<file path="config.mk">
export PLATFORM = sky130hd
export DESIGN_NAME = dcache_tag_array
export DESIGN_NICKNAME = d
export VERILOG_FILES = /design/src/verilog/dcache_tag_array.sv
export VERILOG_INCLUDE_DIRS = /design/src /design/src/include
export SDC_FILE = /design/constraint.sdc
export NUM_CORES = 1
export LEC_CHECK = 0
export BUFFER_PORTS_ARGS = -buffer_cell sky130_fd_sc_hd__buf_2
export CAP_MARGIN = 40
export CORE_MARGIN = 1.5
export CORE_UTILIZATION = 55
export DETAILED_ROUTE_END_ITERATION = 7
export GPL_ROUTABILITY_DRIVEN = 0
export PLACE_DENSITY = 0.75
export SYNTH_ARGS = -nofsm -noshare
export SYNTH_HDL_FRONTEND = slang
export SYNTH_SLANG_ARGS = --single-unit
</file>
<file path="constraint.sdc">
create_clock -name clk_i -period 1.9 [get_ports clk_i]
set_input_delay 0.475 -clock clk_i [delete_from_list [all_inputs] [get_ports clk_i]]
set_output_delay 0.475 -clock clk_i [all_outputs]
set_load 0.1 [all_outputs]
</file>
<file path="src/include/dcache_consts.svh">
// dcache memory geometry: ways, sets, line layout, widths and read port count
`ifndef DCACHE_CONSTS_SVH
`define DCACHE_CONSTS_SVH

// associativity
`define DCACHE_WAYS 2

// sets per way
`define DCACHE_SETS 16

// words per cacheline, one data bank per word offset
`define DCACHE_WORDS 4

// data word and tag widths
`define DCACHE_WORD_W 32
`define DCACHE_TAG_W 8

// number of read ports into the arbiter
`define DCACHE_PORTS 3

// derived address field widths
`define DCACHE_IDX_W 4
`define DCACHE_WOFF_W 2

// granted port number width
`define DCACHE_PSEL_W 2

`endif

</file>
<file path="src/verilog/dcache_tag_array.sv">
// dcache tag array: per-way tags and reset-cleared valid bits with registered readout
`default_nettype none

`include "dcache_consts.svh"

module dcache_tag_array (
  input  wire logic                                      clk_i,
  input  wire logic                                      rst_ni,
  input  wire logic [`DCACHE_WAYS-1:0]                   tag_req_i,
  input  wire logic                                      tag_we_i,
  input  wire logic [`DCACHE_IDX_W-1:0]                  tag_idx_i,
  input  wire logic [`DCACHE_TAG_W-1:0]                  tag_i,
  input  wire logic [`DCACHE_WAYS-1:0]                   vld_bits_i,
  output logic [`DCACHE_WAYS-1:0][`DCACHE_TAG_W-1:0]     tag_rdata_o,
  output logic [`DCACHE_WAYS-1:0]                        vld_rdata_o
);

  logic [`DCACHE_WAYS-1:0][`DCACHE_TAG_W-1:0] tag_mem [`DCACHE_SETS];
  logic [`DCACHE_SETS-1:0][`DCACHE_WAYS-1:0]  vld_q;

  // tag storage and tag readout
  always_ff @(posedge clk_i) begin : p_tag_mem
    for (int j = 0; j < `DCACHE_WAYS; j++) begin
      if (tag_req_i[j]) begin
        if (tag_we_i) begin
          tag_mem[tag_idx_i][j] <= tag_i;
        end else begin
          tag_rdata_o[j] <= tag_mem[tag_idx_i][j];
        end
      end
    end
  end

  // valid flops, every line invalid out of reset
  always_ff @(posedge clk_i or negedge rst_ni) begin : p_vld
    if (!rst_ni) begin
      vld_q       <= '0;
      vld_rdata_o <= '0;
    end else begin
      for (int j = 0; j < `DCACHE_WAYS; j++) begin
        if (tag_req_i[j]) begin
          if (tag_we_i) begin
            vld_q[tag_idx_i][j] <= vld_bits_i[j];
          end else begin
            vld_rdata_o[j] <= vld_q[tag_idx_i][j];
          end
        end
      end
    end
  end

endmodule

`default_nettype wire

</file>
==> summary.md <==
| Metric | Value |
|---|---|
| Outcome | completed |
| Most common cell after layout, fill and taps aside | sky130_fd_sc_hd__edfxtp_1 |
| Row cnt | 53 |
| Number of buffers created by CTS | 30 |
| CP cell instances | buf_2 |
| Power share of the sequential group | 53.8% |
| Library cell occupying the most area in the post-synthesis netlist | sky130_fd_sc_hd__edfxtp_1 |
| Commonest cells after routing, fill and taps aside | 272 x sky130_fd_sc_hd__edfxtp_1, 66 x sky130_fd_sc_hd__mux4_2, 47 x sky130_fd_sc_hd__buf_4 |
| Area of the die | 0.02261 mm2 |
| Worst slew margin | 48.79% |
| Net count after synthesis | about 550 |
| Kind of critical path | flop to output port |
| Critical path startpoint category | flop |
| Pin count of the biggest net entering global routing | 35 |
| Leading post-synthesis cells by cell area | sky130_fd_sc_hd__edfxtp_1 68%, sky130_fd_sc_hd__mux4_2 11%, sky130_fd_sc_hd__dfrtp_1 7.1% |
| Pins Over Slew Limit | 0 |
| Layout cells sized above 1 | 42.84% |
| Warnings from Yosys | 0 |
| Post-detailed-route via-to-cell ratio | 6.263 |
| Flip-flop and latch count after synthesis | 306 |
| Clock root buffer | sky130_fd_sc_hd__clkbuf_16 |
| CP max FO | 1 |
| Minimum clock period | 1.841 ns |
| Total power density per cell area | 991.5 mW/mm2 |
| Leakage power figure | ~0.0049 uW |
| Layout overhead on the synthesized area | 20.27% |
| Max-cap violations | 0 |
| Clock Latency Late Sink | 0.54 ns |
| Final layout net count | 666 |
| Top cell family by delay on the critical path | buffers and inverters |
| First-pass GRT wire length | between 30000 and 40000 um |
| Unique cell type count in the Yosys netlist | 25 |
| Slowest CP cell | sky130_fd_sc_hd__buf_2 |
| Hold_buf cts | 0 |
| Avg Cell Area, Syn | 22.54 um2 |
| Number of clock sinks | 306 |
| Effective utilization at floorplan | 56.47% |
| TritonCTS clock tree | done |
| Total of endpoints with negative setup slack in the final report | 0 |
| Clock network fraction of design power | 38.5% |
| Horiz. Die Dim | 150.4 um |
| Drt pass-1 iters | 5 |
| Setup repair after global routing missed its margin | no |
| Routed wire length per instance | ~28 um |
| Routed via count | 5925 |
| Sort of element at the end of the critical path | output port |
| Number of global-route vias before repair | 6239 |
| Finished Core Util | 67.91% |
| Power spent charging and discharging nets | roughly 3100 uW |
| Transition at the pin with the smallest max-transition slack | 0.7681 ns |
| Non-filler cells, final | between 900 and 1000 |
| Fmax achieved | ~540 MHz |
| Arrival time at the worst endpoint | roughly 1.4 ns |
| Violation count after the first detailed-route iteration | 547 |
| Sequential share of the synthesized area | between 70% and 80% |
| DRC errors left | 0 |
| Clk_skew | 0.01345 ns |
| Total wire length after detailed routing | approximately 26000 um |
| CTS-repair resized insts | 0 |
| Buffers on Ports | 36 |
| Instance count after placement with tap cells included | 890 |
| Global router's overall resource usage | 24.60% |
| Y dimension of the die | about 150 um |
| Global-route congestion overflow total | 0 |
| Maximum number of buffers from clock root to sink | 3 |
| Critical path required time | 1.42 ns |
| Area fraction of the dominant cell type after synthesis | 68.38% |
| Proportion of power drawn by combinational gates | 7.8% |
| Internal power summed over all cells | 11150 uW |
| Switching part of the total | between 20% and 30% |
| Floorplan Core Area | 0.02115 mm2 |
| Postcts setup bufs | 0 |
| Post-synthesis instance area | roughly 0.012 mm2 |
| Count of cells along the worst register-to-register path | 2 |
| Highest cell delay on the worst timing path | ~0.44 ns |
| Post-detailed-route count of antenna-violating nets | 0 |
| CTS HTree Levels | 1 |
| Buf+Inv Stages, Crit Path | 1 |
| Depth of the critical timing path with buffers and inverters included | 1 |
| Number of antenna violations at the first check in global routing | 2 |
| I/O pin count | 37 |
| Half-perimeter wire length of the detailed placement result | 16260 um |
| Clk slew on worst S/H paths | 0.06 ns |
| Worst ir drop on vdd | ~840 uV |
| Final worst-path cycle share | 96.88% |
| Number of cells produced by synthesis | 530 |
| Final Hold Viols | 0 |
| Type of the most critical hold path | input port to asynchronous set/reset pin |
metrics by stage:
| step | power (uW) | area, um2 | hold WS [ns] | setup TNS (ns) | setup WS [ns] |
|---|---|---|---|---|---|
| 4_1_cts | 14340 | 14360 | 0.01477 | 0 | 0.03776 |
| 3_5_place_dp | 8898 | 13450 | 0.4946 | -43.43 | -0.3344 |
| 3_3_place_gp | 8841 | 13450 | 0.4843 | -42.04 | -0.3328 |
| 5_1_grt | 14670 | 14360 | 0.06115 | 0 | 0.02821 |
| 6_report | 14240 | 14370 | 0.009208 | 0 | 0.05928 |
| 2_1_floorplan | 8509 | 12180 | 0.1794 | -1.979 | -0.1047 |
final timing paths:
| check | endpoint | slack (ns) | from |
|---|---|---|---|
| setup / recovery | tag_rdata_o[1] | 0.06 | tag_rdata_o[1] |
| hold / removal | vld_rdata_o[0] | 0.009 | rst_ni |
| setup reg to reg | tag_rdata_o[14] | 0.19 | tag_mem[2][14] |
| hold reg to reg | vld_q[7] | 0.50 | vld_q[7] |
| max in group asynchronous | vld_q[7] | 1.39 | rst_ni |
| min in group clk_i | vld_q[13] | 0.43 | vld_bits_i[1] |
flip-flops by register name, summed over array words and instances (netlist names):
signal / count
tag_mem: 256
vld_rdata_o: 2
vld_q: 32
tag_rdata_o: 16
synth_stat cells (all sizes together):
library cell and instances:
edfxtp 272, mux4 82, nor2 37, dfrtp 34, mux2 34, buf 23, mux2i 8, nand3 7
clkbuf 6, nor2b 6, o22ai 4, a211oi 2, a31oi 2, nand2b 2, nand3b 2, nand4 2
o32ai 2, or3 2, inv 1, nand2 1, or2 1
cells by family after synthesis:
group                  after synthesis  synth area share [%]
AO/OA/AOI/OAI                       10                0.5865
buffers and inverters               30                 1.529
flip-flops                         306                 75.50
multiplexers                       124                 20.09
AND/OR/NAND/NOR                     60                 2.294
routing by layer:
layer,vias up,routed length (um),track usage [%]
li1,2452,-,-
met1,3161,11110,36.75
met5,-,11,0
met2,277,12980,37.59
met3,33,1958,5.121
met4,2,404,6.471
area by class of cell:
type | instances | area [um2]
sequential | 306 | 9019
fill | 1284 | 6788
multi-input combinational | 194 | 2903
timing repair buffer | 114 | 1184
clock buffer | 38 | 802.0
tap | 275 | 344.1
clock inverter | 17 | 108.9
inverter | 1 | 3.754
antenna | 1 | 2.502
power groups by stage:
stage	clock, uW	sequential, uW	combinational, uW
finish	5480	7660	1110
global route	5820	7680	1170
CTS	5560	7660	1110
detailed placement	0	7800	1100
global placement	0	7770	1070
floorplan	0	7910	596
(Power assumes the default switching activity.)
