## config.mk

```make
export PLATFORM = sky130hd
export DESIGN_NAME = dcache_data_banks
export DESIGN_NICKNAME = d
export VERILOG_FILES = /design/src/verilog/dcache_pkg.sv /design/src/verilog/dcache_data_banks.sv
export VERILOG_INCLUDE_DIRS = /design/src /design/src/include
export SDC_FILE = /design/constraint.sdc
export NUM_CORES = 2
export LEC_CHECK = 0
export BUFFER_PORTS_ARGS = -buffer_cell sky130_fd_sc_hd__buf_2
export CAP_MARGIN = 20
export CORE_ASPECT_RATIO = 0.7
export CORE_MARGIN = 2
export CORE_UTILIZATION = 40
export CTS_BUF_LIST = sky130_fd_sc_hd__clkbuf_2 sky130_fd_sc_hd__clkbuf_4 sky130_fd_sc_hd__clkbuf_8
export DETAILED_ROUTE_END_ITERATION = 10
export GPL_TIMING_DRIVEN = 1
export PLACE_DENSITY = 0.62
export SLEW_MARGIN = 20
export SYNTH_ARGS = -nofsm -noshare
export SYNTH_HDL_FRONTEND = slang
export SYNTH_SLANG_ARGS = --single-unit
export TNS_END_PERCENT = 10
```

## constraint.sdc

```tcl
create_clock -name clk_i -period 10.9 [get_ports clk_i]
set_input_delay 1.09 -clock clk_i [delete_from_list [all_inputs] [get_ports clk_i]]
set_output_delay 1.09 -clock clk_i [all_outputs]
set_load 0.03 [all_outputs]
```

## src/include/dcache_consts.svh

```systemverilog
// dcache memory geometry: ways, sets, line layout, widths and read port count
`ifndef DCACHE_CONSTS_SVH
`define DCACHE_CONSTS_SVH

// associativity
`define DCACHE_WAYS 2

// sets per way
`define DCACHE_SETS 16

// words per cacheline, one data bank per word offset
`define DCACHE_WORDS 4

// data word and tag widths
`define DCACHE_WORD_W 32
`define DCACHE_TAG_W 8

// number of read ports into the arbiter
`define DCACHE_PORTS 3

// derived address field widths
`define DCACHE_IDX_W 4
`define DCACHE_WOFF_W 2

// granted port number width
`define DCACHE_PSEL_W 2

`endif

```

## src/verilog/dcache_pkg.sv

```systemverilog
// dcache memory types: request, write, bank command and lookup structs, arbiter modes
`default_nettype none

`include "dcache_consts.svh"

package dcache_pkg;

  // one read port's address
  typedef struct packed {
    logic [`DCACHE_IDX_W-1:0]  idx;
    logic [`DCACHE_WOFF_W-1:0] woff;
  } rd_req_t;

  // full cacheline refill
  typedef struct packed {
    logic                                    vld;
    logic [`DCACHE_WAYS-1:0]                 we;
    logic [`DCACHE_TAG_W-1:0]                tag;
    logic [`DCACHE_IDX_W-1:0]                idx;
    logic [`DCACHE_WORDS*`DCACHE_WORD_W-1:0] data;
    logic [`DCACHE_WORDS*`DCACHE_WORD_W/8-1:0] be;
    logic [`DCACHE_WAYS-1:0]                 vld_bits;
  } line_wr_t;

  // single word write, no tag access
  typedef struct packed {
    logic [`DCACHE_WAYS-1:0]     way_oh;
    logic [`DCACHE_IDX_W-1:0]    idx;
    logic [`DCACHE_WOFF_W-1:0]   woff;
    logic [`DCACHE_WORD_W-1:0]   data;
    logic [`DCACHE_WORD_W/8-1:0] be;
  } word_wr_t;

  // command to one data bank, all ways side by side
  typedef struct packed {
    logic                                             req;
    logic                                             we;
    logic [`DCACHE_IDX_W-1:0]                         idx;
    logic [`DCACHE_WAYS-1:0][`DCACHE_WORD_W/8-1:0]    be;
    logic [`DCACHE_WAYS-1:0][`DCACHE_WORD_W-1:0]      wdata;
  } bank_cmd_t;

  // handed from arbitration to the compare stage
  typedef struct packed {
    logic                      cmp_en;
    logic [`DCACHE_IDX_W-1:0]  idx;
    logic [`DCACHE_WOFF_W-1:0] woff;
    logic [`DCACHE_PSEL_W-1:0] psel;
  } lookup_t;

  // what the arbiter does in a cycle
  typedef enum logic [1:0] {
    ARB_IDLE,
    ARB_LINE_WRITE,
    ARB_READ,
    ARB_READ_WORD_WRITE
  } arb_mode_e;

endpackage

`default_nettype wire

```

## src/verilog/dcache_data_banks.sv

```systemverilog
// dcache data banks: one byte-enabled array per word offset holding all ways
`default_nettype none

`include "dcache_consts.svh"

module dcache_data_banks (
  input  wire logic                                      clk_i,
  input  wire dcache_pkg::bank_cmd_t [`DCACHE_WORDS-1:0] bank_cmd_i,
  output logic [`DCACHE_WORDS-1:0][`DCACHE_WAYS-1:0][`DCACHE_WORD_W-1:0] bank_rdata_o
);

  ////////////////////
  // banks
  ////////////////////

  // bank k holds word k of every line
  //   [way0 word k] [way1 word k] ...
  for (genvar k = 0; k < `DCACHE_WORDS; k++) begin : gen_bank
    logic [`DCACHE_WAYS-1:0][`DCACHE_WORD_W-1:0] mem [`DCACHE_SETS];
    dcache_pkg::bank_cmd_t                       cmd;

    assign cmd = bank_cmd_i[k];

    always_ff @(posedge clk_i) begin : p_bank
      if (cmd.req) begin
        if (cmd.we) begin
          // byte lanes per way, untouched lanes keep their data
          for (int j = 0; j < `DCACHE_WAYS; j++) begin
            for (int b = 0; b < `DCACHE_WORD_W/8; b++) begin
              if (cmd.be[j][b]) begin
                mem[cmd.idx][j][8*b +: 8] <= cmd.wdata[j][8*b +: 8];
              end
            end
          end
        end else begin
          bank_rdata_o[k] <= mem[cmd.idx];
        end
      end
    end
  end

endmodule

`default_nettype wire

```

==> impl_metrics.json <==
{
  "status": "complete, no violations",
  "switching_share_pct": 22.6,
  "yosysUniqueCellTypes": 13,
  "max_freq_mhz": 260,
  "wl_per_cell_um": 27.9,
  "hpwl_um": 245000,
  "r2r_slack_ns": 8.96,
  "clkSlewWorstSetupHoldPaths_ns": 0.07,
  "synth_area_mm2": 0.163,
  "slew_headroom_pct": 22.1,
  "p_int_mw": 25.7,
  "insertion_delay_ns": 1.24,
  "ios": 569,
  "dpl-instance-area_mm2": 0.171,
  "pwr-share-clk_pct": 39.1,
  "fin_setup_tns_ns": 0,
  "yosysSeqAreaShare_pct": 80.3,
  "core_mm2": 0.404,
  "drv_cap": 0,
  "avgViaCountPerCell": 5.54,
  "syn2layout_area_growth_pct": 13.0,
  "antenna_found_initial": 83,
  "die_w_um": 767,
  "grt_pass1_wl_um": 559000,
  "worstMarginPinSlew_ns": 1.16,
  "grt_usage_pct": 18.4,
  "critPathCaptureType": "register",
  "vias": 77600,
  "peakVddDrop_mv": 0.118,
  "finalCritPeriodShare_pct": 35.3,
  "dr.pass1.iters": 6,
  "crit_type": "in -> reg",
  "fin_nets": 8367,
  "first_iter_violations": 8877,
  "crit_required_ns": 11.65,
  "gr-total-overflow": 0,
  "synth.net_count": 7493,
  "ant_nets": 0,
  "yosysWarnings": 0,
  "rsz0062_at_grt": "false",
  "ys_ff_latch": 4352,
  "numCtsBuffers": 641,
  "arrival_ns": 4.60,
  "maxSlewViolCount": 0,
  "hold_viol": 0,
  "power.density_mw_per_mm2": 180,
  "routabilityCongestion": 0.804,
  "cp_max_fo": 88,
  "p_switching_mw": 7.48,
  "power_leakage_nw": 57.8,
  "cts_tree": "built",
  "grt_max_degree": 148,
  "combPwrFrac_pct": 4.7,
  "grt_pass1_vias": 79200,
  "dieArea_mm2": 0.412,
  "whs_path_depth": 1,
  "finalInstanceArea_mm2": 0.184,
  "clockBufferDepth": 4,
  "drc": 0,
  "final-setup-viol-count": 0,
  "cts-hold-fix-buffers": 0,
  "io_buffer_count": 568,
  "finalCriticalPeriod_ns": 3.85,
  "htreeDepth": 6,
  "final.setup_skew_ns": 0.121,
  "rows": 195,
  "drt-total-wl_um": 390000,
  "drive_gt1_share_pct": 31.1,
  "initial_utilization_pct": 40.3,
  "post_cts_buffers": 0,
  "min_path_type": "in -> reg",
  "cp-start-kind": "input pin",
  "cts_sinks": 4352,
  "ctsRootBufferMaster": "clkbuf_8",
  "synth_cells": 7180,
  "cts-resized-gates": 0,
  "synth.avg_cell_area_um2": 22.7,
  "die_y_um": 538,
  "r2r_cells": 3,
  "seq_power_share_pct": 56.2
}
## logic make-up after synthesis
family	after synthesis	synth area share, %
AOI/OAI and AO/OA	512	2.36
buffers and inverters	392	1.10
DFF	4352	80.3
muxes	1024	14.2
and+or+nand+nor	900	2.13
## synthesized netlist by cell type
cell | count | share of area (%)
edfxtp_1 | 4352 | 80
mux4_2 | 1024 | 14
nor2_1 | 520 | 1.2
a22oi_1 | 512 | 2.4
nand2_1 | 336 | 0.77
clkbuf_1 | 240 | 0.55
buf_2 | 106 | 0.33
nor2b_1 | 20 | 0.077
buf_4 | 16 | 0.074
buf_6 | 16 | 0.11
nand3_1 | 16 | 0.049
buf_1 | 14 | 0.032
and2_1 | 8 | 0.031
## area by class of cell
class,instances,area (µm²)
flip-flops and latches,4352,131000
repair buffers,623,3450
multi-input cells,2436,30500
fillers,33400,220000
well taps,5417,6780
diodes,41,103
clock inverters,271,1960
clock buffers,855,10400
## worst max-delay path, stage by stage
cell	delay [ns]
buf_8	0.55
buf_4	0.85
nand3_1	0.99
nor2_1	0.98
## metrics by stage
stage / worst slack (ns) / hold WS (ns) / utilization [%] / instances / total power [mW]
final: 7.05 / 0.236 / 45.5 / 14000 / 33.2
after global routing: 7.00 / 0.121 / 45.5 / 14000 / 34.2
after CTS: 7.21 / 0.0317 / 45.4 / 14000 / 33.5
after detailed placement: 5.91 / 0.735 / 42.4 / 12800 / 20.6
after global placement: 5.76 / 0.732 / 42.4 / 12800 / 20.5
after floorplan: 6.45 / 0.710 / - / 7180 / 19.9
## layout by cell type (no fill, tap or decap), types with 11 or more instances in the layout
cell,count
nand3_1,14
clkinv_2,49
inv_8,15
nand2_1,336
edfxtp_1,4352
buf_2,560
clkbuf_8,642
nor2_1,509
inv_12,11
a22oi_1,512
buf_4,46
inv_6,11
diode_2,41
mux4_2,1024
nor2b_4,12
clkinv_1,147
clkbuf_4,213
## sequential cells by signal, summed over array words and instances (netlist names)
name and count:
bank_rdata_o 256, gen_bank.mem 4096
## power by group through the flow
stage,Sequential (mW),Clock [mW],Combinational [mW]
global placement,19.0,0,1.54
floorplan,19.1,0,0.809
global route,18.6,13.9,1.67
CTS,18.6,13.2,1.57
finish,18.6,13.0,1.57
detailed placement,19.0,0,1.57
## metal layers
metal  global-route usage, %  wire length (µm)  share of wire, %  vias up
li1                        -                 -                 -    32100
met1                    27.1            168000                43    41100
met2                    27.3            176000                45     3758
met3                    4.41             35700               9.2      685
met4                    5.70             10900               2.8       20
met5                       0               121             0.031        -
## path summary, 6_finish.rpt
kind | endpoint | startpoint
setup / recovery | gen_bank[3].mem[15][6] | bank_cmd_i[307]
hold / removal | gen_bank[1].mem[7][47] | bank_cmd_i[125]
setup reg to reg | bank_rdata_o[197] | gen_bank[3].mem[11][5]
hold reg to reg | bank_rdata_o[254] | gen_bank[3].mem[6][62]
(Power assumes the default switching activity.)
