File: src/include/dcache_consts.svh
// dcache memory geometry: ways, sets, line layout, widths and read port count
`ifndef DCACHE_CONSTS_SVH
`define DCACHE_CONSTS_SVH

// associativity
`define DCACHE_WAYS 2

// sets per way
`define DCACHE_SETS 16

// words per cacheline, one data bank per word offset
`define DCACHE_WORDS 4

// data word and tag widths
`define DCACHE_WORD_W 32
`define DCACHE_TAG_W 8

// number of read ports into the arbiter
`define DCACHE_PORTS 3

// derived address field widths
`define DCACHE_IDX_W 4
`define DCACHE_WOFF_W 2

// granted port number width
`define DCACHE_PSEL_W 2

`endif

File: src/verilog/dcache_pkg.sv
// dcache memory types: request, write, bank command and lookup structs, arbiter modes
`default_nettype none

`include "dcache_consts.svh"

package dcache_pkg;

  // one read port's address
  typedef struct packed {
    logic [`DCACHE_IDX_W-1:0]  idx;
    logic [`DCACHE_WOFF_W-1:0] woff;
  } rd_req_t;

  // full cacheline refill
  typedef struct packed {
    logic                                    vld;
    logic [`DCACHE_WAYS-1:0]                 we;
    logic [`DCACHE_TAG_W-1:0]                tag;
    logic [`DCACHE_IDX_W-1:0]                idx;
    logic [`DCACHE_WORDS*`DCACHE_WORD_W-1:0] data;
    logic [`DCACHE_WORDS*`DCACHE_WORD_W/8-1:0] be;
    logic [`DCACHE_WAYS-1:0]                 vld_bits;
  } line_wr_t;

  // single word write, no tag access
  typedef struct packed {
    logic [`DCACHE_WAYS-1:0]     way_oh;
    logic [`DCACHE_IDX_W-1:0]    idx;
    logic [`DCACHE_WOFF_W-1:0]   woff;
    logic [`DCACHE_WORD_W-1:0]   data;
    logic [`DCACHE_WORD_W/8-1:0] be;
  } word_wr_t;

  // command to one data bank, all ways side by side
  typedef struct packed {
    logic                                             req;
    logic                                             we;
    logic [`DCACHE_IDX_W-1:0]                         idx;
    logic [`DCACHE_WAYS-1:0][`DCACHE_WORD_W/8-1:0]    be;
    logic [`DCACHE_WAYS-1:0][`DCACHE_WORD_W-1:0]      wdata;
  } bank_cmd_t;

  // handed from arbitration to the compare stage
  typedef struct packed {
    logic                      cmp_en;
    logic [`DCACHE_IDX_W-1:0]  idx;
    logic [`DCACHE_WOFF_W-1:0] woff;
    logic [`DCACHE_PSEL_W-1:0] psel;
  } lookup_t;

  // what the arbiter does in a cycle
  typedef enum logic [1:0] {
    ARB_IDLE,
    ARB_LINE_WRITE,
    ARB_READ,
    ARB_READ_WORD_WRITE
  } arb_mode_e;

endpackage

`default_nettype wire

File: src/verilog/dcache_port_arbiter.sv
// dcache port arbiter: priority masking, round-robin read grant and bank commands
`default_nettype none

`include "dcache_consts.svh"

module dcache_port_arbiter (
  input  wire logic                                   clk_i,
  input  wire logic                                   rst_ni,
  input  wire logic [`DCACHE_PORTS-1:0]               rd_req_i,
  input  wire logic [`DCACHE_PORTS-1:0]               rd_prio_i,
  input  wire dcache_pkg::rd_req_t [`DCACHE_PORTS-1:0] rd_addr_i,
  input  wire dcache_pkg::line_wr_t                   line_wr_i,
  input  wire logic                                   word_wr_req_i,
  input  wire dcache_pkg::word_wr_t                   word_wr_i,
  output logic [`DCACHE_PORTS-1:0]                    rd_ack_o,
  output logic                                        word_wr_ack_o,
  output dcache_pkg::bank_cmd_t [`DCACHE_WORDS-1:0]   bank_cmd_o,
  output logic [`DCACHE_WAYS-1:0]                     tag_req_o,
  output logic                                        tag_we_o,
  output logic [`DCACHE_IDX_W-1:0]                    tag_idx_o,
  output dcache_pkg::lookup_t                         lookup_o
);

  logic [`DCACHE_PORTS-1:0]  prio_req;
  logic [`DCACHE_PORTS-1:0]  masked_req;
  logic [`DCACHE_PSEL_W-1:0] rr_q;
  logic [`DCACHE_PSEL_W-1:0] gnt_idx;
  logic                      found;
  logic                      rd_gnt;
  logic                      collision;
  dcache_pkg::rd_req_t       gnt_addr;
  dcache_pkg::arb_mode_e     mode;

  ////////////////////
  // read arbitration
  ////////////////////

  // high priority requesters shut out the low priority ones
  assign prio_req   = rd_req_i & rd_prio_i;
  assign masked_req = (|prio_req) ? prio_req : rd_req_i;

  // first competitor at or after the pointer, wrapping
  always_comb begin : p_rr_pick
    int p;
    found   = 1'b0;
    gnt_idx = '0;
    for (int i = 0; i < `DCACHE_PORTS; i++) begin
      p = (int'(rr_q) + i) % `DCACHE_PORTS;
      if (!found && masked_req[p]) begin
        found   = 1'b1;
        gnt_idx = `DCACHE_PSEL_W'(p);
      end
    end
  end

  // a refill takes the whole cycle
  assign rd_gnt   = found & ~line_wr_i.vld;
  assign rd_ack_o = rd_gnt ? (`DCACHE_PORTS'(1) << gnt_idx) : '0;
  assign gnt_addr = rd_addr_i[gnt_idx];

  always_ff @(posedge clk_i or negedge rst_ni) begin : p_rr_ptr
    if (!rst_ni) begin
      rr_q <= '0;
    end else if (rd_gnt) begin
      rr_q <= `DCACHE_PSEL_W'((int'(gnt_idx) + 1) % `DCACHE_PORTS);
    end
  end

  // word write only loses to a refill or a read of the same bank
  assign collision     = rd_gnt & (gnt_addr.woff == word_wr_i.woff);
  assign word_wr_ack_o = word_wr_req_i & ~line_wr_i.vld & ~collision;

  always_comb begin : p_mode
    if (line_wr_i.vld) begin
      mode = dcache_pkg::ARB_LINE_WRITE;
    end else if (word_wr_ack_o) begin
      // word write, with or without a read beside it
      mode = dcache_pkg::ARB_READ_WORD_WRITE;
    end else if (rd_gnt) begin
      mode = dcache_pkg::ARB_READ;
    end else begin
      mode = dcache_pkg::ARB_IDLE;
    end
  end

  ////////////////////
  // bank commands
  ////////////////////

  always_comb begin : p_bank_cmd
    for (int k = 0; k < `DCACHE_WORDS; k++) begin
      bank_cmd_o[k].req   = 1'b0;
      bank_cmd_o[k].we    = 1'b0;
      bank_cmd_o[k].idx   = word_wr_i.idx;
      bank_cmd_o[k].be    = '0;
      bank_cmd_o[k].wdata = {`DCACHE_WAYS{word_wr_i.data}};
    end
    case (mode)
      dcache_pkg::ARB_LINE_WRITE: begin
        for (int k = 0; k < `DCACHE_WORDS; k++) begin
          bank_cmd_o[k].req = 1'b1;
          bank_cmd_o[k].we  = 1'b1;
          bank_cmd_o[k].idx = line_wr_i.idx;
          for (int j = 0; j < `DCACHE_WAYS; j++) begin
            bank_cmd_o[k].wdata[j] = line_wr_i.data[k*`DCACHE_WORD_W +: `DCACHE_WORD_W];
            if (line_wr_i.we[j]) begin
              bank_cmd_o[k].be[j] = line_wr_i.be[k*`DCACHE_WORD_W/8 +: `DCACHE_WORD_W/8];
            end
          end
        end
      end
      dcache_pkg::ARB_READ, dcache_pkg::ARB_READ_WORD_WRITE: begin
        if (rd_gnt) begin
          bank_cmd_o[gnt_addr.woff].req = 1'b1;
          bank_cmd_o[gnt_addr.woff].idx = gnt_addr.idx;
        end
        if (mode == dcache_pkg::ARB_READ_WORD_WRITE) begin
          bank_cmd_o[word_wr_i.woff].req = 1'b1;
          bank_cmd_o[word_wr_i.woff].we  = 1'b1;
          for (int j = 0; j < `DCACHE_WAYS; j++) begin
            if (word_wr_i.way_oh[j]) begin
              bank_cmd_o[word_wr_i.woff].be[j] = word_wr_i.be;
            end
          end
        end
      end
      default: ;
    endcase
  end

  // tags: refill writes the enabled ways, a read looks at all of them
  assign tag_we_o  = line_wr_i.vld;
  assign tag_idx_o = line_wr_i.vld ? line_wr_i.idx : gnt_addr.idx;
  assign tag_req_o = line_wr_i.vld ? line_wr_i.we : {`DCACHE_WAYS{rd_gnt}};

  assign lookup_o.cmp_en = rd_gnt;
  assign lookup_o.idx    = gnt_addr.idx;
  assign lookup_o.woff   = gnt_addr.woff;
  assign lookup_o.psel   = gnt_idx;

endmodule

`default_nettype wire

File: config.mk
export PLATFORM = sky130hd
export DESIGN_NAME = dcache_port_arbiter
export DESIGN_NICKNAME = d
export VERILOG_FILES = /design/src/verilog/dcache_pkg.sv /design/src/verilog/dcache_port_arbiter.sv
export VERILOG_INCLUDE_DIRS = /design/src /design/src/include
export SDC_FILE = /design/constraint.sdc
export NUM_CORES = 1
export LEC_CHECK = 0
export BUFFER_PORTS_ARGS = -buffer_cell sky130_fd_sc_hd__buf_4
export CORE_AREA = 2 2 221 223
export DETAILED_ROUTE_END_ITERATION = 10
export DIE_AREA = 0 0 223 225
export MAX_ROUTING_LAYER = met4
export SLEW_MARGIN = 15
export SYNTH_ARGS = -nofsm -noshare
export SYNTH_HDL_FRONTEND = slang
export SYNTH_SLANG_ARGS = --single-unit
File: constraint.sdc
create_clock -name clk_i -period 4.3 [get_ports clk_i]
set_clock_uncertainty 0.15 [all_clocks]
set_input_delay 0.86 -clock clk_i [delete_from_list [all_inputs] [get_ports clk_i]]
set_output_delay 0.86 -clock clk_i [all_outputs]
set_load 0.01 [all_outputs]
==> key figures, run 1 <==
Outcome
  • Failing checks: negative setup slack
  • Status: complete, but fails checks

Finish
  • Largest regs: rr_q: 2 flops
  • Register area: around 50 µm²
  • Non-filler cells, final: roughly 1700
  • Synth-to-layout area growth: 118%
  • Max reg flops: 2
  • Filler cells: 5418
  • Most common cell after layout, fill and taps aside: buf_4
  • Largest Register: rr_q
  • Antenna cells: 0
  • Most frequent cells in the layout: buf_4, nand2_1, nand2b_1, a32o_1
  • Final net count: 1323
  • Area of the multi-input gates: around 2700 µm²
  • Share of layout cells above drive strength 1: 60.3%
  • Layout Utilization: between 15 and 20%

Global routing
  • Gr ovfl total: 0
  • Total Routing Usage GR: between 10% and 20%
  • Vias in the first global route: between 6000 and 7000
  • First-pass GRT wire length: about 42000 µm
  • Pin count of the biggest net entering global routing: around 140
  • Initial antenna violation count: 5

Timing
  • Max Slew Vio Count: 0
  • Min Tclk post-route: approximately 4300 ps
  • Maximum operating frequency: between 200 and 250 MHz
  • Final-report setup violation count: 5
  • Setup WS post-layout: -18.7 ps
  • Final period utilization: 100%
  • Worst-Margin Slew: 621 ps
  • RSZ-0062 raised after global routing: yes
  • Worst slew margin: about three fifths
  • Final Hold Vio Count: 0

Synth
  • #FFs+latches synth: 2
  • Warnings from Yosys: 0
  • Syn Area/Cell: roughly 5.8 µm²
  • Post-synth EDFFs: 0
  • Cells after Synth: between 600 and 700
  • Main synth FF type: dfrtp_1
  • Yosys cell types: 55
  • Mapped cell area: 3760 µm²
  • Mapped Nets: approximately 890
  • Register area share after synthesis: approximately 1.3%
  • Fraction of registers with async set/reset: 100%

Pwr
  • Worst vdd ir: about 0.00015 V
  • Leak: ~0.0045 µW
  • PwrDens: roughly 270 nW/µm²
  • Tot Pwr: roughly 2200 µW

Worst setup path
  • Data arrival, critical path: ~3300 ps
  • CP max FO: 6
  • Worst r2r src: rr_q[0]
  • Worst Setup Path Type: input pin to output pin
  • CP required: around 3300 ps
  • CP startpoint: rd_req_i[0]
  • CP endpoint kind: output pin
  • Critical path launch point type: input pin

CTS
  • Cts-stage hold buffer count: 0
  • TritonCTS clock tree: done
  • CTS HTree Levels: 1
  • CTS Root Cell: clkbuf_16
  • Clock sinks: 2
  • CTS max path bufs: 2
  • Clock-pin slew on the worst setup and hold paths: about 30 ps
  • Worst-Skew Late Latency: roughly 220 ps
  • TritonCTS Buffers: 3

Floorplan
  • Full die area: 50200 µm²
  • IO Pins: about 560
  • Cell Rows: 80
  • Die H: between 200 and 250 µm
  • CORE AREA: roughly 48000 µm²
  • Starting Density: under 10%
  • Chip Width: ~220 µm

Drt
  • DRC viols: 0
  • Total Wirelength: between 30000 and 40000 µm
  • First drt pass iteration count: 5
  • Via/cell ratio: between 3 and 4
  • DR WL/cell: 18.6 µm
  • Via count: between 6000 and 7000
  • Post-route ant nets: 0
  • 1st-iter DRT viols: 300

Place
  • Placed cell count: 1692
  • Port Buf Inserts: roughly 550
  • HPWL Detailed: about 28000 µm
  • GP Congestion: 0.964

Flow run
  • Max-Cap Viols: 0

Min path
  • Min-Delay Path Class: input pin to async pin
worst max-delay path: stages:
cell and delay [ps]:
buf_6 110, nor4bb_1 130, a311o_1 290, or4_4 570, buf_12 170, mux2_2 260
mux2i_1 130, buf_4 170, nor2_4 50, a221o_1 400, buf_6 150
power breakdown:
| part | internal (µW) | switching, µW |
|---|---|---|
| Clock | 118 | 22.8 |
| Combinational | 973 | 1020 |
| Sequential | 29.0 | 11.8 |
stage by stage:
| stage | area, µm² | hold slack (ps) | setup WS [ps] | TNS, ps |
|---|---|---|---|---|
| finish | 8210 | 270 | -18.7 | -40.5 |
| global route | 8210 | 268 | -92.4 | -938 |
| CTS | 8070 | 272 | -81.0 | -743 |
| detailed placement | 7880 | 441 | -237 | -6540 |
| global placement | 7880 | 421 | -257 | -6840 |
| floorplan | 3760 | 387 | 195 | 0 |
metal layers:
metal	wire, µm	global-route usage (%)	part of all wire, %	up-vias
li1	-	-	-	2866
met2	16000	21.4	51	424
met4	1170	4.03	3.7	0
met5	0	-	0	-
met3	2470	2.03	7.8	49
met1	11800	12.9	38	2902
worst paths after layout:
| kind | end | cells after the start | slack [ps] |
|---|---|---|---|
| min in group clk_i | rr_q[1] | 2 | 510 |
| setup / recovery | bank_cmd_o[72] | 11 | -20 |
| hold / removal | rr_q[1] | 1 | 270 |
| max in group asynchronous | rr_q[0] | 1 | 3640 |
| setup reg to reg | rr_q[0] | 9 | 1720 |
| hold reg to reg | rr_q[1] | 2 | 510 |
cell families (layout without fill, tap and decap cells):
group / after synthesis / in the layout / synth area share [%]
and+or+nand+nor: 365 / 365 / 41.3
buffers and inverters: 175 / 608 / 31.2
AOI/OAI and AO/OA: 92 / 92 / 21.5
muxes: 8 / 8 / 2.26
adders and majority gates: 6 / 6 / 1.99
xor gates and xnor gates: 2 / 2 / 0.466
DFF: 2 / 2 / 1.33
cell usage after synthesis (all sizes together) (3+ instances only):
| library cell | number | area [µm²] |
|---|---|---|
| a221o | 16 | 165 |
| a221oi | 4 | 47.6 |
| a32o | 14 | 140 |
| mux2 | 4 | 45.0 |
| ha | 6 | 75.1 |
| nand2 | 289 | 1080 |
| o21bai | 6 | 48.8 |
| and3 | 6 | 37.5 |
| mux2i | 4 | 40.0 |
| buf | 136 | 1020 |
| or2 | 3 | 18.8 |
| inv | 11 | 41.3 |
| nand2b | 35 | 219 |
| a22oi | 4 | 30.0 |
| a21oi | 4 | 27.5 |
| and2 | 12 | 77.6 |
| clkbuf | 27 | 101 |
| o21ai | 24 | 154 |
| nor2 | 11 | 43.8 |
| o211ai | 5 | 47.5 |
layout make-up:
type	count	share of cell area, %
timing repair buffer	593	55.2
multi-input combinational	473	33.3
tap	615	9.37
clock buffer	3	0.914
sequential	2	0.610
inverter	12	0.564
timing repair:
action                     CTS  global route
pin swaps                    8            12
setup endpoints to repair   56            46
buffers inserted             1             3
resized for setup           25            26
No activity file was read; power rests on OpenSTA's default activity.
==> run 2: changes to the inputs <==
==> constraint.sdc (replaced) <==
create_clock -name clk_i -period 5.3 [get_ports clk_i]
set_clock_uncertainty 0.15 [all_clocks]
set_input_delay 1.06 -clock clk_i [delete_from_list [all_inputs] [get_ports clk_i]]
set_output_delay 1.06 -clock clk_i [all_outputs]
set_load 0.01 [all_outputs]
==> run 2 against run 1 <==
Against the previous run:
- the run now ends clean
- critical path depth unchanged
- worst hold slack improved by 160 ps
- flip-flop and latch count unchanged
==> key figures, run 2 (synthesized netlist as in run 1, its figures left out) <==
Drt
  • 1st-iter DRT viols: 323 (+7.7%)
  • DRC viols: 0 (unchanged)
  • Post-route ant nets: 0 (unchanged)
  • Via/cell ratio: 3.69 (+0.41%)
  • Total Wirelength: 31700 µm (+0.62%)
  • DR WL/cell: 19.0 µm (+2.3%)
  • First drt pass iteration count: 6 (+1)
  • Via count: 6163 (-1.2%)

Worst setup path
  • Critical path launch point type: input pin
  • Data arrival, critical path: 3880 ps (+570 ps)
  • CP endpoint kind: output pin
  • CP required: 4090 ps (+800 ps)
  • Worst Setup Path Type: input pin to output pin
  • CP max FO: 10 (+4)

CTS
  • Clock sinks: 2 (unchanged)
  • Cts-stage hold buffer count: 0 (unchanged)
  • TritonCTS Buffers: 3 (unchanged)
  • Clock-pin slew on the worst setup and hold paths: 30 ps (about the same)
  • Post_cts resized: 0 (-100%)
  • Worst-Skew Late Latency: 220 ps (about the same)
  • Post-CTS setup buffers: 0 (-1)
  • CTS max path bufs: 2 (unchanged)
  • TritonCTS clock tree: done
  • CTS Root Cell: clkbuf_16
  • CTS HTree Levels: 1 (unchanged)

Global routing
  • Initial antenna violation count: 4 (-1)
  • Gr ovfl total: 0 (unchanged)
  • Total Routing Usage GR: 11.8% (+0.10 points)
  • First-pass GRT wire length: 42100 µm (-0.34%)
  • Vias in the first global route: 5872 (-4.0%)
  • Pin count of the biggest net entering global routing: 131 (-7.7%)

Timing
  • Setup TNS: 0 ps (+40.5 ps)
  • Max Slew Vio Count: 0 (unchanged)
  • Setup WS post-layout: 212 ps (+231 ps)
  • Min Tclk post-route: approximately 5100 ps
  • RSZ-0062 raised after global routing: no
  • Worst slew margin: 57.8% (-0.86 points)
  • Maximum operating frequency: about 200 MHz
  • Final Hold Vio Count: 0 (unchanged)
  • Worst-Margin Slew: 633 ps (+12.9 ps)
  • Final-report setup violation count: 0 (-5)
  • Final period utilization: approximately 96%

Pwr
  • Leak: 0.00432 µW (-4.4%)
  • Sw Share: 51.0% (+2.5 points)
  • Power Internal: 736 µW (-34%)
  • Worst vdd ir: 0.000116 V (-21%)
  • NetSw: 766 µW (-27%)
  • Tot Pwr: 1500 µW (-31%)
  • Part of the power in registers: 1.9% (about the same)
  • PwrDens: 194 nW/µm² (-27%)
  • Clock Power Share: 7.8% (+1.3 points)
  • Comb pwr share: 90.3% (-1.3 points)

Place
  • Port Buf Inserts: 553 (unchanged)
  • GP Congestion: 0.968 (+0.43%)
  • Post-placement setup slack: 278 ps (+515 ps)
  • HPWL Detailed: 28100 µm (about the same)

Finish
  • Synth-to-layout area growth: 106%
  • Filler cells: 5451 (+0.61%)
  • Area of the multi-input gates: 2540 µm² (-7.1%)
  • Largest regs: rr_q: 2 flops
  • Most common cell after layout, fill and taps aside: buf_4
  • Register area: 50.0 µm² (unchanged)
  • Largest Register: rr_q
  • Most frequent cells in the layout: buf_4, nand2_1, nand2b_1, o21ai_0, a32o_1
  • Final net count: 1295 (-2.1%)
  • Antenna cells: 0 (unchanged)
  • Share of layout cells above drive strength 1: 57.3% (-2.9 points)
  • Max reg flops: 2 (unchanged)

Min path
  • Min-Delay Path Class: flop to flop

Flow run
  • Max-Cap Viols: 0 (unchanged)

Floorplan
  • IO Pins: 564 (unchanged)
  • Die H: 225 µm (unchanged)
  • CORE AREA: 47500 µm² (unchanged)
  • Starting Density: 7.92% (unchanged)
  • Full die area: 50200 µm² (unchanged)
  • Chip Width: 223 µm (unchanged)
  • Cell Rows: 80 (unchanged)

Outcome
  • Status: complete, no violations
## run 2: worst paths after layout
| kind | cells past startpoint | to | start | slack [ps] |
|---|---|---|---|---|
| setup / recovery | 11 | bank_cmd_o[154] | rd_req_i[0] | 210 |
| hold / removal | 2 | rr_q[1] | rr_q[1] | 430 |
| setup reg to reg | 8 | rr_q[0] | rr_q[0] | 2650 |
| hold reg to reg | 2 | rr_q[1] | rr_q[1] | 430 |
| max in group asynchronous | 1 | rr_q[0] | rst_ni | 4440 |
| min in group asynchronous | 1 | rr_q[1] | rst_ni | 470 |
## run 2: through the flow
step                      std cells  instance area (µm²)  util, %  hold slack, ps
after floorplan                 650                 3760        -             387
after global placement         1667                 7660     16.1             421
after detailed placement       1667                 7660     16.1             436
after CTS                      1670                 7740     16.3             435
after global routing           1670                 7740     16.3             469
final                          1670                 7740     16.3             431
## run 2: metal layers
metal  GRT usage [%]  routed length (µm)  up-vias
met2            21.8               16300      408
met1            13.3               12200     2894
li1                -                   -     2818
met4            2.99                 829        0
met3            1.85                2390       43
met5               -                   0        -
## run 2: power by group through the flow
stage	Sequential (µW)	Clock, µW	Combinational (µW)
global placement	28.4	0	1360
floorplan	26.9	0	732
CTS	28.4	117	1360
finish	28.6	117	1360
global route	29.4	118	1450
detailed placement	27.8	0	1360
## run 2: critical path, cell delays in order
cell	delay, ps
buf_4	150
nor4bb_1	140
a311o_1	320
or4_4	610
clkinv_2	130
a21boi_2	70
a221oi_2	580
or3b_1	340
buf_4	250
o21bai_2	70
buf_4	150
## run 2: final cells by class
type                            instances  share of cell area, %
Clock buffer                            3                  0.970
Inverter                               12                  0.598
Timing Repair Buffer                  565                   55.0
Sequential cell                         2                  0.647
Multi-Input combinational cell        473                   32.8
Tap cell                              615                   9.94
